$ cat src/hw/eth_rx_pkg.sv
package eth_rx_pkg;

	//////////////////////////////////////////////////////////////////////
	// Receive FSM states

	// Frame state, shared with the testbench for the reset check
	typedef enum logic [3:0] {
		st_idle       = 4'h0,
		st_preamble   = 4'h1,
		st_frame_data = 4'h2,
		st_check      = 4'h3,
		st_drop       = 4'h4
	} rx_state_e;

	//////////////////////////////////////////////////////////////////////
	// APB register map

	// Byte offsets of the statistics registers
	typedef enum logic [7:0] {
		reg_ctrl   = 8'h00,
		reg_frames = 8'h04,
		reg_drops  = 8'h08,
		reg_bytes  = 8'h0c
	} reg_addr_e;

	//////////////////////////////////////////////////////////////////////
	// Ethernet constants

	// Preamble fill byte and start of frame delimiter
	localparam logic [7:0] eth_preamble = 8'h55;
	localparam logic [7:0] eth_sfd      = 8'hd5;

	// CRC-32 remainder over payload plus a good FCS
	// Preset to all ones, no final inversion, normal bit order
	localparam logic [31:0] crc_residue = 32'hc704dd7b;

endpackage

$ cat src/hw/rx_word_if.sv
`timescale 1ns/1ps

// Word and frame status path from the receive core to the statistics block
// All signals are single cycle strobes, no handshake
interface rx_word_if;

	// SFD seen, frame begins
	logic        start;

	// Packed payload word, big-endian
	logic        word_valid;
	logic [31:0] data;

	// Number of valid bytes in data, 1 to 4, counted from the top
	logic [2:0]  bytes_valid;

	// Frame verdict, one of the two per started frame
	logic        commit;
	logic        drop;

	// Packer drives the word side, the FSM drives the verdict side
	modport source (
		output start, word_valid, data, bytes_valid, commit, drop
	);

	modport sink (
		input start, word_valid, data, bytes_valid, commit, drop
	);

endinterface

$ cat src/hw/eth_rx_mac_top.sv
`timescale 1ns/1ps

module eth_rx_mac_top #(
	parameter int COUNT_WIDTH = 32
) (
	input  logic        gmii_rx_clk,
	input  logic        arst_n,
	// GMII receive side, one byte per clock
	input  logic        rx_dv,
	input  logic        rx_er,
	input  logic [7:0]  rxd,
	// Words and verdicts to the upper layer
	output logic        rx_start,
	output logic        rx_valid,
	output logic [31:0] rx_data,
	output logic [2:0]  rx_bytes_valid,
	output logic        rx_commit,
	output logic        rx_drop,
	// APB statistics port
	input  logic        psel,
	input  logic        penable,
	input  logic        pwrite,
	input  logic [7:0]  paddr,
	input  logic [31:0] pwdata,
	output logic [31:0] prdata,
	output logic        pready,
	output logic        pslverr
);

	logic       crc_clear;
	logic       crc_update;
	logic       crc_match;
	logic       crc_check_en;
	logic       frame_start;
	logic       byte_push;
	logic       frame_end;
	logic [7:0] byte_data;

	rx_word_if u_words ();

	rx_frame_fsm u_fsm (
		.gmii_rx_clk  (gmii_rx_clk),
		.arst_n       (arst_n),
		.rx_dv        (rx_dv),
		.rx_er        (rx_er),
		.rxd          (rxd),
		.crc_check_en (crc_check_en),
		.crc_match    (crc_match),
		.crc_clear    (crc_clear),
		.crc_update   (crc_update),
		.frame_start  (frame_start),
		.byte_push    (byte_push),
		.frame_end    (frame_end),
		.byte_data    (byte_data),
		.status       (u_words.source)
	);

	rx_crc32 u_crc (
		.gmii_rx_clk (gmii_rx_clk),
		.arst_n      (arst_n),
		.crc_clear   (crc_clear),
		.crc_update  (crc_update),
		.din         (byte_data),
		.crc_match   (crc_match)
	);

	rx_word_packer u_packer (
		.gmii_rx_clk (gmii_rx_clk),
		.arst_n      (arst_n),
		.frame_start (frame_start),
		.byte_push   (byte_push),
		.byte_data   (byte_data),
		.frame_end   (frame_end),
		.words       (u_words.source)
	);

	rx_stats_regs #(
		.COUNT_WIDTH (COUNT_WIDTH)
	) u_stats (
		.gmii_rx_clk  (gmii_rx_clk),
		.arst_n       (arst_n),
		.words        (u_words.sink),
		.psel         (psel),
		.penable      (penable),
		.pwrite       (pwrite),
		.paddr        (paddr),
		.pwdata       (pwdata),
		.prdata       (prdata),
		.pready       (pready),
		.pslverr      (pslverr),
		.crc_check_en (crc_check_en)
	);

	// Word path out as plain ports
	assign rx_start       = u_words.start;
	assign rx_valid       = u_words.word_valid;
	assign rx_data        = u_words.data;
	assign rx_bytes_valid = u_words.bytes_valid;
	assign rx_commit      = u_words.commit;
	assign rx_drop        = u_words.drop;

endmodule

$ cat src/hw/rx_crc32.sv
`timescale 1ns/1ps

module rx_crc32 (
	input  logic       gmii_rx_clk,
	input  logic       arst_n,
	input  logic       crc_clear,
	input  logic       crc_update,
	input  logic [7:0] din,
	output logic       crc_match
);

	// Reflected polynomial of IEEE 802.3 CRC-32
	localparam logic [31:0] crc_poly = 32'hedb88320;

	logic [31:0] crc_q;
	logic [31:0] crc_rev;

	// One byte through the LSB-first CRC, bit 0 of the byte goes first
	function automatic logic [31:0] crc_byte(input logic [31:0] crc_in, input logic [7:0] d);
		logic [31:0] c;
		c = crc_in;
		for (int i = 0; i < 8; i++) begin
			if (c[0] ^ d[i]) begin
				c = (c >> 1) ^ crc_poly;
			end else begin
				c = c >> 1;
			end
		end
		return c;
	endfunction

	// Clear wins over update, both never come together from the FSM
	always_ff @(posedge gmii_rx_clk or negedge arst_n) begin
		if (!arst_n) begin
			crc_q <= '1;
		end else if (crc_clear) begin
			crc_q <= '1;
		end else if (crc_update) begin
			crc_q <= crc_byte(crc_q, din);
		end
	end

	// Register holds the CRC bit-reversed
	// Turn it back into normal order before comparing with the residue
	assign crc_rev = {<<{crc_q}};

	assign crc_match = (crc_rev == eth_rx_pkg::crc_residue);

endmodule

$ cat src/hw/rx_frame_fsm.sv
`timescale 1ns/1ps

module rx_frame_fsm (
	input  logic       gmii_rx_clk,
	input  logic       arst_n,
	input  logic       rx_dv,
	input  logic       rx_er,
	input  logic [7:0] rxd,
	input  logic       crc_check_en,
	input  logic       crc_match,
	output logic       crc_clear,
	output logic       crc_update,
	output logic       frame_start,
	output logic       byte_push,
	output logic       frame_end,
	output logic [7:0] byte_data,
	rx_word_if.source  status
);

	eth_rx_pkg::rx_state_e state;
	eth_rx_pkg::rx_state_e state_nxt;

	// Bytes after the SFD, stops at 4 since only the runt rule needs it
	logic [2:0] byte_cnt;
	logic       sfd_hit;
	logic       frame_ok;

	//////////////////////////////////////////////////////////////////////
	// Steering for the CRC and the packer

	// Clean SFD while in the preamble opens a frame
	assign sfd_hit = (state == eth_rx_pkg::st_preamble) && rx_dv && !rx_er
		&& (rxd == eth_rx_pkg::eth_sfd);

	assign frame_start = sfd_hit;
	assign crc_clear   = sfd_hit;

	// Every frame byte, FCS included, goes to both data blocks
	assign byte_push  = (state == eth_rx_pkg::st_frame_data) && rx_dv;
	assign crc_update = byte_push;
	assign byte_data  = rxd;

	// rx_dv low inside the frame closes it
	assign frame_end = (state == eth_rx_pkg::st_frame_data) && !rx_dv;

	// Runt frames fail even with CRC checking off
	assign frame_ok = (byte_cnt == 3'd4) && (crc_match || !crc_check_en);

	//////////////////////////////////////////////////////////////////////
	// State transitions

	always_comb begin
		state_nxt = state;
		case (state)
			eth_rx_pkg::st_idle: begin
				// Anything but a clean preamble byte is skipped to the end
				if (rx_dv) begin
					if (!rx_er && (rxd == eth_rx_pkg::eth_preamble)) begin
						state_nxt = eth_rx_pkg::st_preamble;
					end else begin
						state_nxt = eth_rx_pkg::st_drop;
					end
				end
			end
			eth_rx_pkg::st_preamble: begin
				if (!rx_dv) begin
					state_nxt = eth_rx_pkg::st_idle;
				end else if (sfd_hit) begin
					state_nxt = eth_rx_pkg::st_frame_data;
				end else if (rx_er || (rxd != eth_rx_pkg::eth_preamble)) begin
					state_nxt = eth_rx_pkg::st_drop;
				end
			end
			eth_rx_pkg::st_frame_data: begin
				if (!rx_dv) begin
					state_nxt = eth_rx_pkg::st_check;
				end
			end
			// One cycle for the packer flush, then the verdict
			eth_rx_pkg::st_check: state_nxt = eth_rx_pkg::st_idle;
			eth_rx_pkg::st_drop: begin
				if (!rx_dv) begin
					state_nxt = eth_rx_pkg::st_idle;
				end
			end
			default: state_nxt = eth_rx_pkg::st_idle;
		endcase
	end

	always_ff @(posedge gmii_rx_clk or negedge arst_n) begin
		if (!arst_n) begin
			state <= eth_rx_pkg::st_idle;
		end else begin
			state <= state_nxt;
		end
	end

	// Byte counter for the short frame rule
	always_ff @(posedge gmii_rx_clk or negedge arst_n) begin
		if (!arst_n) begin
			byte_cnt <= '0;
		end else if (sfd_hit) begin
			byte_cnt <= '0;
		end else if (byte_push && (byte_cnt != 3'd4)) begin
			byte_cnt <= byte_cnt + 3'd1;
		end
	end

	//////////////////////////////////////////////////////////////////////
	// Verdict

	// Decided in the check cycle, the last CRC update has settled by then
	always_ff @(posedge gmii_rx_clk or negedge arst_n) begin
		if (!arst_n) begin
			status.commit <= 1'b0;
			status.drop   <= 1'b0;
		end else begin
			status.commit <= (state == eth_rx_pkg::st_check) && frame_ok;
			status.drop   <= (state == eth_rx_pkg::st_check) && !frame_ok;
		end
	end

	// Closed frame gets one verdict two cycles on, never both
	a_one_verdict: assert property (@(posedge gmii_rx_clk) disable iff (!arst_n)
		frame_end |-> ##2 (status.commit ^ status.drop));

endmodule

$ cat src/hw/rx_stats_regs.sv
`timescale 1ns/1ps

module rx_stats_regs #(
	parameter int COUNT_WIDTH = 32
) (
	input  logic        gmii_rx_clk,
	input  logic        arst_n,
	rx_word_if.sink     words,
	input  logic        psel,
	input  logic        penable,
	input  logic        pwrite,
	input  logic [7:0]  paddr,
	input  logic [31:0] pwdata,
	output logic [31:0] prdata,
	output logic        pready,
	output logic        pslverr,
	output logic        crc_check_en
);

	logic [COUNT_WIDTH-1:0] frames_q;
	logic [COUNT_WIDTH-1:0] drops_q;
	logic [COUNT_WIDTH-1:0] bytes_q;

	// Payload bytes of the frame in flight, taken back on drop
	logic [COUNT_WIDTH-1:0] frame_bytes_q;

	eth_rx_pkg::reg_addr_e addr;
	logic        apb_write;
	logic        ctrl_write;
	logic        clear_cnt;
	logic        addr_hit;
	logic [31:0] rdata;

	//////////////////////////////////////////////////////////////////////
	// APB decode

	assign addr       = eth_rx_pkg::reg_addr_e'(paddr);
	assign apb_write  = psel && penable && pwrite;
	assign ctrl_write = apb_write && (addr == eth_rx_pkg::reg_ctrl);

	// Self clearing, never stored
	assign clear_cnt = ctrl_write && pwdata[1];

	always_comb begin
		rdata    = '0;
		addr_hit = 1'b1;
		case (addr)
			eth_rx_pkg::reg_ctrl:   rdata = {31'd0, crc_check_en};
			eth_rx_pkg::reg_frames: rdata = 32'(frames_q);
			eth_rx_pkg::reg_drops:  rdata = 32'(drops_q);
			eth_rx_pkg::reg_bytes:  rdata = 32'(bytes_q);
			default:                addr_hit = 1'b0;
		endcase
	end

	// No wait states
	assign pready  = 1'b1;
	assign prdata  = (psel && !pwrite) ? rdata : 32'd0;
	assign pslverr = psel && penable && !addr_hit;

	// CRC check on out of reset
	always_ff @(posedge gmii_rx_clk or negedge arst_n) begin
		if (!arst_n) begin
			crc_check_en <= 1'b1;
		end else if (ctrl_write) begin
			crc_check_en <= pwdata[0];
		end
	end

	//////////////////////////////////////////////////////////////////////
	// Counters

	// Commit and drop come one cycle after the last word, never together with it
	always_ff @(posedge gmii_rx_clk or negedge arst_n) begin
		if (!arst_n) begin
			frames_q      <= '0;
			drops_q       <= '0;
			bytes_q       <= '0;
			frame_bytes_q <= '0;
		end else if (clear_cnt) begin
			frames_q      <= '0;
			drops_q       <= '0;
			bytes_q       <= '0;
			frame_bytes_q <= '0;
		end else begin
			if (words.start) begin
				frame_bytes_q <= '0;
			end else if (words.word_valid) begin
				frame_bytes_q <= frame_bytes_q + COUNT_WIDTH'(words.bytes_valid);
			end
			if (words.word_valid) begin
				bytes_q <= bytes_q + COUNT_WIDTH'(words.bytes_valid);
			end else if (words.drop) begin
				bytes_q <= bytes_q - frame_bytes_q;
			end
			if (words.commit) begin
				frames_q <= frames_q + 1'b1;
			end
			if (words.drop) begin
				drops_q <= drops_q + 1'b1;
			end
		end
	end

	a_penable_in_psel: assert property (@(posedge gmii_rx_clk) disable iff (!arst_n)
		penable |-> psel);

endmodule

$ cat src/hw/rx_word_packer.sv
`timescale 1ns/1ps

module rx_word_packer (
	input  logic       gmii_rx_clk,
	input  logic       arst_n,
	input  logic       frame_start,
	input  logic       byte_push,
	input  logic [7:0] byte_data,
	input  logic       frame_end,
	rx_word_if.source  words
);

	// Four byte hold back, the FCS never leaves it
	logic [31:0] delay_q;
	logic [2:0]  fill_q;

	// Bytes of the word being built, newest in the low byte
	logic [23:0] acc_q;
	logic [1:0]  pos_q;

	logic [7:0]  out_byte;
	logic        byte_out;
	logic        word_full;

	assign out_byte  = delay_q[31:24];
	assign byte_out  = byte_push && (fill_q == 3'd4);
	assign word_full = byte_out && (pos_q == 2'd3);

	// Payload path
	always_ff @(posedge gmii_rx_clk) begin
		if (byte_push) begin
			delay_q <= {delay_q[23:0], byte_data};
		end
		if (byte_out) begin
			acc_q <= {acc_q[15:0], out_byte};
		end
	end

	// Fill level of the delay and byte lane of the word
	always_ff @(posedge gmii_rx_clk or negedge arst_n) begin
		if (!arst_n) begin
			fill_q <= '0;
			pos_q  <= '0;
		end else if (frame_start || frame_end) begin
			fill_q <= '0;
			pos_q  <= '0;
		end else if (byte_push) begin
			if (fill_q != 3'd4) begin
				fill_q <= fill_q + 3'd1;
			end
			if (byte_out) begin
				pos_q <= pos_q + 2'd1;   // wraps after the fourth lane
			end
		end
	end

	//////////////////////////////////////////////////////////////////////
	// Word output

	always_ff @(posedge gmii_rx_clk or negedge arst_n) begin
		if (!arst_n) begin
			words.start       <= 1'b0;
			words.word_valid  <= 1'b0;
			words.bytes_valid <= '0;
		end else begin
			words.start       <= frame_start;
			words.word_valid  <= word_full || (frame_end && (pos_q != 2'd0));
			words.bytes_valid <= '0;
			if (word_full) begin
				words.bytes_valid <= 3'd4;
			end else if (frame_end) begin
				words.bytes_valid <= {1'b0, pos_q};
			end
		end
	end

	// Tail flush is left aligned, unused low bytes zero
	always_ff @(posedge gmii_rx_clk) begin
		if (word_full) begin
			words.data <= {acc_q, out_byte};
		end else if (frame_end) begin
			case (pos_q)
				2'd1:    words.data <= {acc_q[7:0], 24'h0};
				2'd2:    words.data <= {acc_q[15:0], 16'h0};
				2'd3:    words.data <= {acc_q, 8'h0};
				default: words.data <= '0;
			endcase
		end
	end

	a_valid_has_bytes: assert property (@(posedge gmii_rx_clk) disable iff (!arst_n)
		words.word_valid |-> (words.bytes_valid != 3'd0));

endmodule

$ cat config.mk
export PLATFORM = sky130hd
export DESIGN_NAME = eth_rx_mac_top
export DESIGN_NICKNAME = d
export VERILOG_FILES = /design/src/hw/eth_rx_pkg.sv /design/src/hw/rx_word_if.sv /design/src/hw/eth_rx_mac_top.sv /design/src/hw/rx_crc32.sv /design/src/hw/rx_frame_fsm.sv /design/src/hw/rx_stats_regs.sv /design/src/hw/rx_word_packer.sv
export SDC_FILE = /design/constraint.sdc
export NUM_CORES = 1
export LEC_CHECK = 0
export ABC_AREA = 1
export ABC_CLOCK_PERIOD_IN_PS = 7100
export CAP_MARGIN = 25
export CELL_PAD_IN_SITES_DETAIL_PLACEMENT = 1
export CELL_PAD_IN_SITES_GLOBAL_PLACEMENT = 1
export CORE_MARGIN = 2
export CORE_UTILIZATION = 50
export DETAILED_ROUTE_END_ITERATION = 7
export DONT_BUFFER_PORTS = 1
export GPL_TIMING_DRIVEN = 0
export PLACE_DENSITY = 0.87
export SYNTH_ARGS = -nofsm -noshare
export SYNTH_HDL_FRONTEND = slang
export SYNTH_SLANG_ARGS = --single-unit
$ cat constraint.sdc
create_clock -name gmii_rx_clk -period 7.1 [get_ports gmii_rx_clk]
set_input_delay 0.71 -clock gmii_rx_clk [delete_from_list [all_inputs] [get_ports gmii_rx_clk]]
set_output_delay 0.71 -clock gmii_rx_clk [all_outputs]
set_load 0.01 [all_outputs]
Word-level counts from Yosys, hierarchy flattened:

Cells that the tools add are included.

* register bits after elaboration: 268
* input port bits: 55
* output and inout port bits: 73
* word-level logic and storage cells: 168

* $add $sub $neg: 8
* equality and inequality tests: 22
* multiplexer cells: 58
* bitwise logic cells: 16
* reduce and logical (&&, ||, !) cells: 46

Operators with widths (count)
* $mux W32: 37
* $pmux W32 S4: 1
* $not A13 Y14: 8
* $pmux W32 S3: 1
* $add A32 B1 Y32 const B: 2
* $add A32 B3 Y32: 2
* $eq A32 B32 Y1 const B: 1
* $sub A32 B32 Y32: 1
* $mux W4: 6
* $mux W3: 7
* $logic_and A1 B1 Y1: 19
* $reduce_bool A2 Y1: 9
* $eq A8 B4 Y1 const B: 2
* $pmux W4 S4: 1
* $eq A4 B2 Y1 const B: 2
* $eq A8 B3 Y1 const B: 1
* $eq A8 B7 Y1 const B: 1
* $eq A8 B8 Y1 const B: 1
* $logic_not A8 Y1: 1
* $mux W2: 4
* $ne A8 B7 Y1 const B: 1
* $xor A1 B1 Y1: 8
* $add A3 B1 Y3 const B: 2
* $eq A3 B3 Y1 const B: 2
* other kinds (16): 30

Longest topological paths before layout:

* word-level depth: 33
* depth in mapped cells: 23
* depth with buffers taken out: 22

Least setup slack after synthesis:

OpenSTA, ideal clock, no wires.

* path kind: input to register
* start point: input rx_dv
* end point: register u_packer.words.data[0] (enable)
* library setup time: 0.389 ns
* data arrival time: 2.698 ns
* required time: 6.711 ns
* slack: 4.013 ns
* stages on the path: 8
* path buffers: 2
* path through: inv_1 -> nor2_8 -> inv_4 -> nor2_4 -> nand2_1 -> buf_2 -> buf_2 -> nand2_1

* cells in the longest elaborated chain, start to end: 4
* elaborated cells between the ends (all ways): 6

RTL lines
* start: declaration: RTL line eth_rx_mac_top.sv:9 `input logic rx_dv,`
* $logic_and A1 B1 Y1: RTL line rx_frame_fsm.sv:39 `assign byte_push = (state == eth_rx_pkg::st_frame_data) && rx_dv;`
* $logic_and A1 B1 Y1: RTL line rx_word_packer.sv:26 `assign byte_out = byte_push && (fill_q == 3'd4);`
* via u_packer.byte_out: RTL line rx_word_packer.sv:22 `logic byte_out;`
* $logic_and A1 B1 Y1: RTL line rx_word_packer.sv:27 `assign word_full = byte_out && (pos_q == 2'd3);`
* $reduce_bool A2 Y1 (no source line)
* end signal: assignment: RTL line rx_word_packer.sv:80 `words.data <= {acc_q, out_byte};`
* end signal: assignment: RTL line rx_word_packer.sv:83 `2'd1: words.data <= {acc_q[7:0], 24'h0};`
* end signal: assignment: RTL line rx_word_packer.sv:84 `2'd2: words.data <= {acc_q[15:0], 16'h0};`
* end: declaration: RTL line rx_word_if.sv:23 `output start, word_valid, data, bytes_valid, commit, drop`

The timed path passes the listed nets, and every way through them passes these cells.
A chain may end at the register's enable or synchronous reset.

Worst setup path in the final report:

* start point: register u_packer.words.word_valid
* end point: register u_stats.bytes_q[28]

* cells in the longest elaborated chain, start to end: 2
* elaborated cells between the ends (all ways): 3

RTL lines
* start: declaration: RTL line rx_word_if.sv:23
* start signal: assignment: RTL line rx_word_packer.sv:67 `words.word_valid <= word_full || (frame_end && (pos_q != 2'd0));`
* $mux W32: RTL line rx_stats_regs.sv:91 `if (words.word_valid) begin`
* $mux W32: RTL line rx_stats_regs.sv:80 `end else if (clear_cnt) begin`
* end signal: assignment: RTL line rx_stats_regs.sv:92 `bytes_q <= bytes_q + COUNT_WIDTH'(words.bytes_valid);`
* end signal: assignment: RTL line rx_stats_regs.sv:94 `bytes_q <= bytes_q - frame_bytes_q;`
* end: declaration: RTL line rx_stats_regs.sv:22 `logic [COUNT_WIDTH-1:0] bytes_q;`

Parallel ways exist; a longest one is shown, timed or not.

==> flow_summary.yaml <==
status:
  status: "finished, final reports clean"
worst_setup_path:
  path_cells: "clkbuf_1 > clkbuf_1 > nor2_1 > nor2_1 > ha_1 > inv_1 > fa_1 > o21ai_0 > nand2_1 > nand2_1 > nand2_1 > nand2_1 > nand3_1 > nand2_1 > nand2_1 > nand3_1 > nand2_1"
  crit_start: "u_packer.words.word_valid"
  path_common_cell: "nand2_1"
  critPathSlowestCell: "clkbuf_1"
  worstPathArrival_ns: 4.68
  crit_required_ns: 7.59
  cpPeakStageDelay_ns: 0.58
  end_kind: "register"
  cp-start-kind: "register"
  worstSetupPathType: "reg2reg"
  r2r_start: "u_packer.words.word_valid"
  cp_max_fo: 10
synthesis:
  yosysSeqAreaShare_pct: 41.93
  synth-simple-area-share_pct: 29.25
  synth_top_family_by_area: "simple AND/OR/NAND/NOR gates"
  synth_warnings: 0
  ys_types: 60
  yosys-top-cells-area: "dfrtp_1 (21%), edfxtp_1 (15%), nand2_1 (12%), inv_1 (7.8%), nor2_1 (5.3%)"
  syn_area_um2: 17080
  async_reset_ff_share_pct: 67.04
  ys_ff_latch: 267
  synth_top_area_share_pct: 21.39
  synth_fa_ha_area_share_pct: 3.530
  yosys.area.top_type: "dfrtp_1"
  synth_edf_count: 88
  synth_compound_area_share_pct: 11.11
  muxShareOfSynthArea_pct: 0.06592
  synth_top_flop_cell: "dfrtp_1"
  yosys.area_share.xor_xnor_pct: 4.666
  syn_area_per_cell_um2: 7.440
  synthCells: 2296
  synthesis.nets: 2398
grt:
  antenna_found_initial: 0
  met2_usage_pct: 59.35
  grt_max_degree: 147
  grt_pass1_wl_um: 96690
  grt_usage_pct: 34.77
  globalRouteOverflowTotal: 0
  grt_use_met1_pct: 42.20
  use_met3_pct: 5.793
  first_global_vias: 17750
  grt-busiest-layer: "met2"
placement:
  dpl.hpwl_um: 46230
  gp_congestion: 0.9639
  placement.io_buffers: 0
  dp_slack_ns: 2.985
pwr:
  leakage_nw: 8.719
  combPwrFrac_pct: 37.4
  p_int_mw: 3.510
  total_power_mw: 5.845
  swShare_pct: 39.94
  ir_drop_mv: 0.3245
  pwr-share-seq_pct: 34.8
  pwr-share-clk_pct: 27.8
  p_sw_mw: 2.334
  power_density_nw_per_um2: 312.3
routing:
  vias: 16610
  drt_iter0_drc: 1098
  antenna_left: 0
  drc: 0
  wl_um: 61640
  via_per_inst: 5.925
  drt-wirelength-per-cell_um: 21.98
  firstDrtPassIters: 5
floorplan:
  boundaryPins: 128
  rows: 67
  fp.coreArea_um2: 33620
  start_util_pct: 50.82
  die_h_um: 188.8
  die-area_um2: 35660
  dieWidth_um: 188.8
cts:
  post-cts-setup-buffer-count: 0
  cts_resized: 0
  root_buffer: "clkbuf_16"
  cts.htree.levels: 1
  insertion_delay_ns: 0.60
  clockBufferDepth: 3
  cts_tree: "built"
  cts.reportedPaths.clkPinSlew_ns: 0.07
  numCtsBuffers: 31
  clkSinkCount: 267
run:
  cap_violations: 0
timing:
  period_needed_ns: 4.195
  whs_ns: 0.03299
  setup-tns-final_ns: 0
  skew_ns: 0.01555
  finalSetupViolCount: 0
  final-max-slew-violation-count: 0
  hold_viol_final: 0
  rsz0062_at_grt: "no"
  fmax_ghz: 0.2384
  fin_ws_ns: 2.905
  tightest_slew_ns: 1.041
  timing.final.crit_share_pct: 59.08
  max-slew-margin-rel_pct: 30.62
min_path:
  hold_path_class: "in2async"
cells_and_area:
  seq_area_um2: 7163
  final_common_cell: "nand2_1"
  multiInputGateArea_um2: 8310
  antenna-diode-count: 0
  nets: 2434
  fill_cells: 4287
  layout_common_cells: "nand2_1 (537), inv_1 (354), nor2_1 (241)"
  syn2layout_area_growth_pct: 9.558
  drive_above_1_share_pct: 6.452
## power groups by stage
stage / registers, mW / logic [mW] / clock network, mW
floorplan: 1.96 / 1.57 / 0
global placement: 2.04 / 1.95 / 0
detailed placement: 2.05 / 2.08 / 0
CTS: 2.02 / 2.15 / 1.64
global route: 2.05 / 2.42 / 1.70
finish: 2.03 / 2.19 / 1.63
## final cells by class
| type | count | share of cell area (%) |
|---|---|---|
| tap | 448 | 2.995 |
| sequential | 267 | 38.27 |
| inverter | 367 | 7.374 |
| timing repair buffer | 3 | 0.4011 |
| clock buffer | 36 | 4.245 |
| multi-input combinational | 1611 | 44.40 |
| clock inverter | 21 | 1.076 |
| buffer | 51 | 1.230 |
## worst max-delay path, delay by kind of cell, from the launching register on
| kind | cells | cell delay (ns) |
|---|---|---|
| adder cells (fa/ha/maj) | 2 | 0.58 |
| AO/OA/AOI/OAI | 1 | 0.48 |
| AND/OR/NAND/NOR | 11 | 1.35 |
| buffers and inverters | 3 | 1.16 |
| flip-flops | 1 | 0.52 |
## sequential cells by signal, indices dropped and copies added (netlist names)
name and cells:
u_crc.crc_q 32, u_packer.delay_q 32, u_packer.words.data 32, u_stats.bytes_q 32, u_stats.drops_q 32, u_stats.frame_bytes_q 32
u_stats.frames_q 32, u_packer.acc_q 24, u_fsm.byte_cnt 3, u_fsm.state 3, u_packer.fill_q 3, u_packer.words.bytes_valid 3
u_packer.pos_q 2, u_fsm.status.commit 1, u_fsm.status.drop 1, u_packer.words.start 1, u_packer.words.word_valid 1, u_stats.crc_check_en 1
## stage by stage
step / cell area, um^2 / utilization [%] / std cells
after floorplan: 17080 / - / 2296
after global placement: 17640 / 52.48 / 2744
after detailed placement: 17670 / 52.57 / 2745
after CTS: 18720 / 55.67 / 2804
after global routing: 18720 / 55.67 / 2804
final: 18720 / 55.67 / 2804
## path summary, 6_finish.rpt
kind / slack [ns] / cells after the start / end
max in group asynchronous: 6.25 / 1 / u_stats.frames_q[29]
max reg2reg: 2.91 / 17 / u_stats.bytes_q[28]
min in group gmii_rx_clk: 0.21 / 0 / u_packer.delay_q[7]
min reg2reg: 0.42 / 0 / u_packer.delay_q[28]
max: 2.91 / 17 / u_stats.bytes_q[28]
min: 0.03 / 1 / u_stats.frame_bytes_q[19]
## layer usage
layer	share of wire [%]	vias to the layer above
li1	-	7619
met1	40	8219
met2	48	567
met3	5.7	209
met4	5.9	0
met5	0	-
## kinds of logic (layout without fill, tap and decap cells)
logic type	after synthesis	count (layout)
fa+ha+maj	47	47
other cells	1	1
xor+xnor	88	88
compound gates	337	337
buf+inv	418	478
simple gates	1137	1137
flops	267	267
mux	1	1
## cell usage after synthesis, types with 54 or more instances
cell,instances
dfrtp_1,146
nor3_1,68
nand3_1,143
o22ai_1,54
a21oi_1,87
edfxtp_1,88
o21ai_0,131
xor2_1,63
nand2_1,537
nor2_1,241
nand4_1,68
inv_1,354
## what timing repair did
action                                 CTS  global route
endpoints found under the hold margin  146             0
setup endpoints to repair                0             0
hold buffers                             2             0
(Power assumes the default switching activity.)
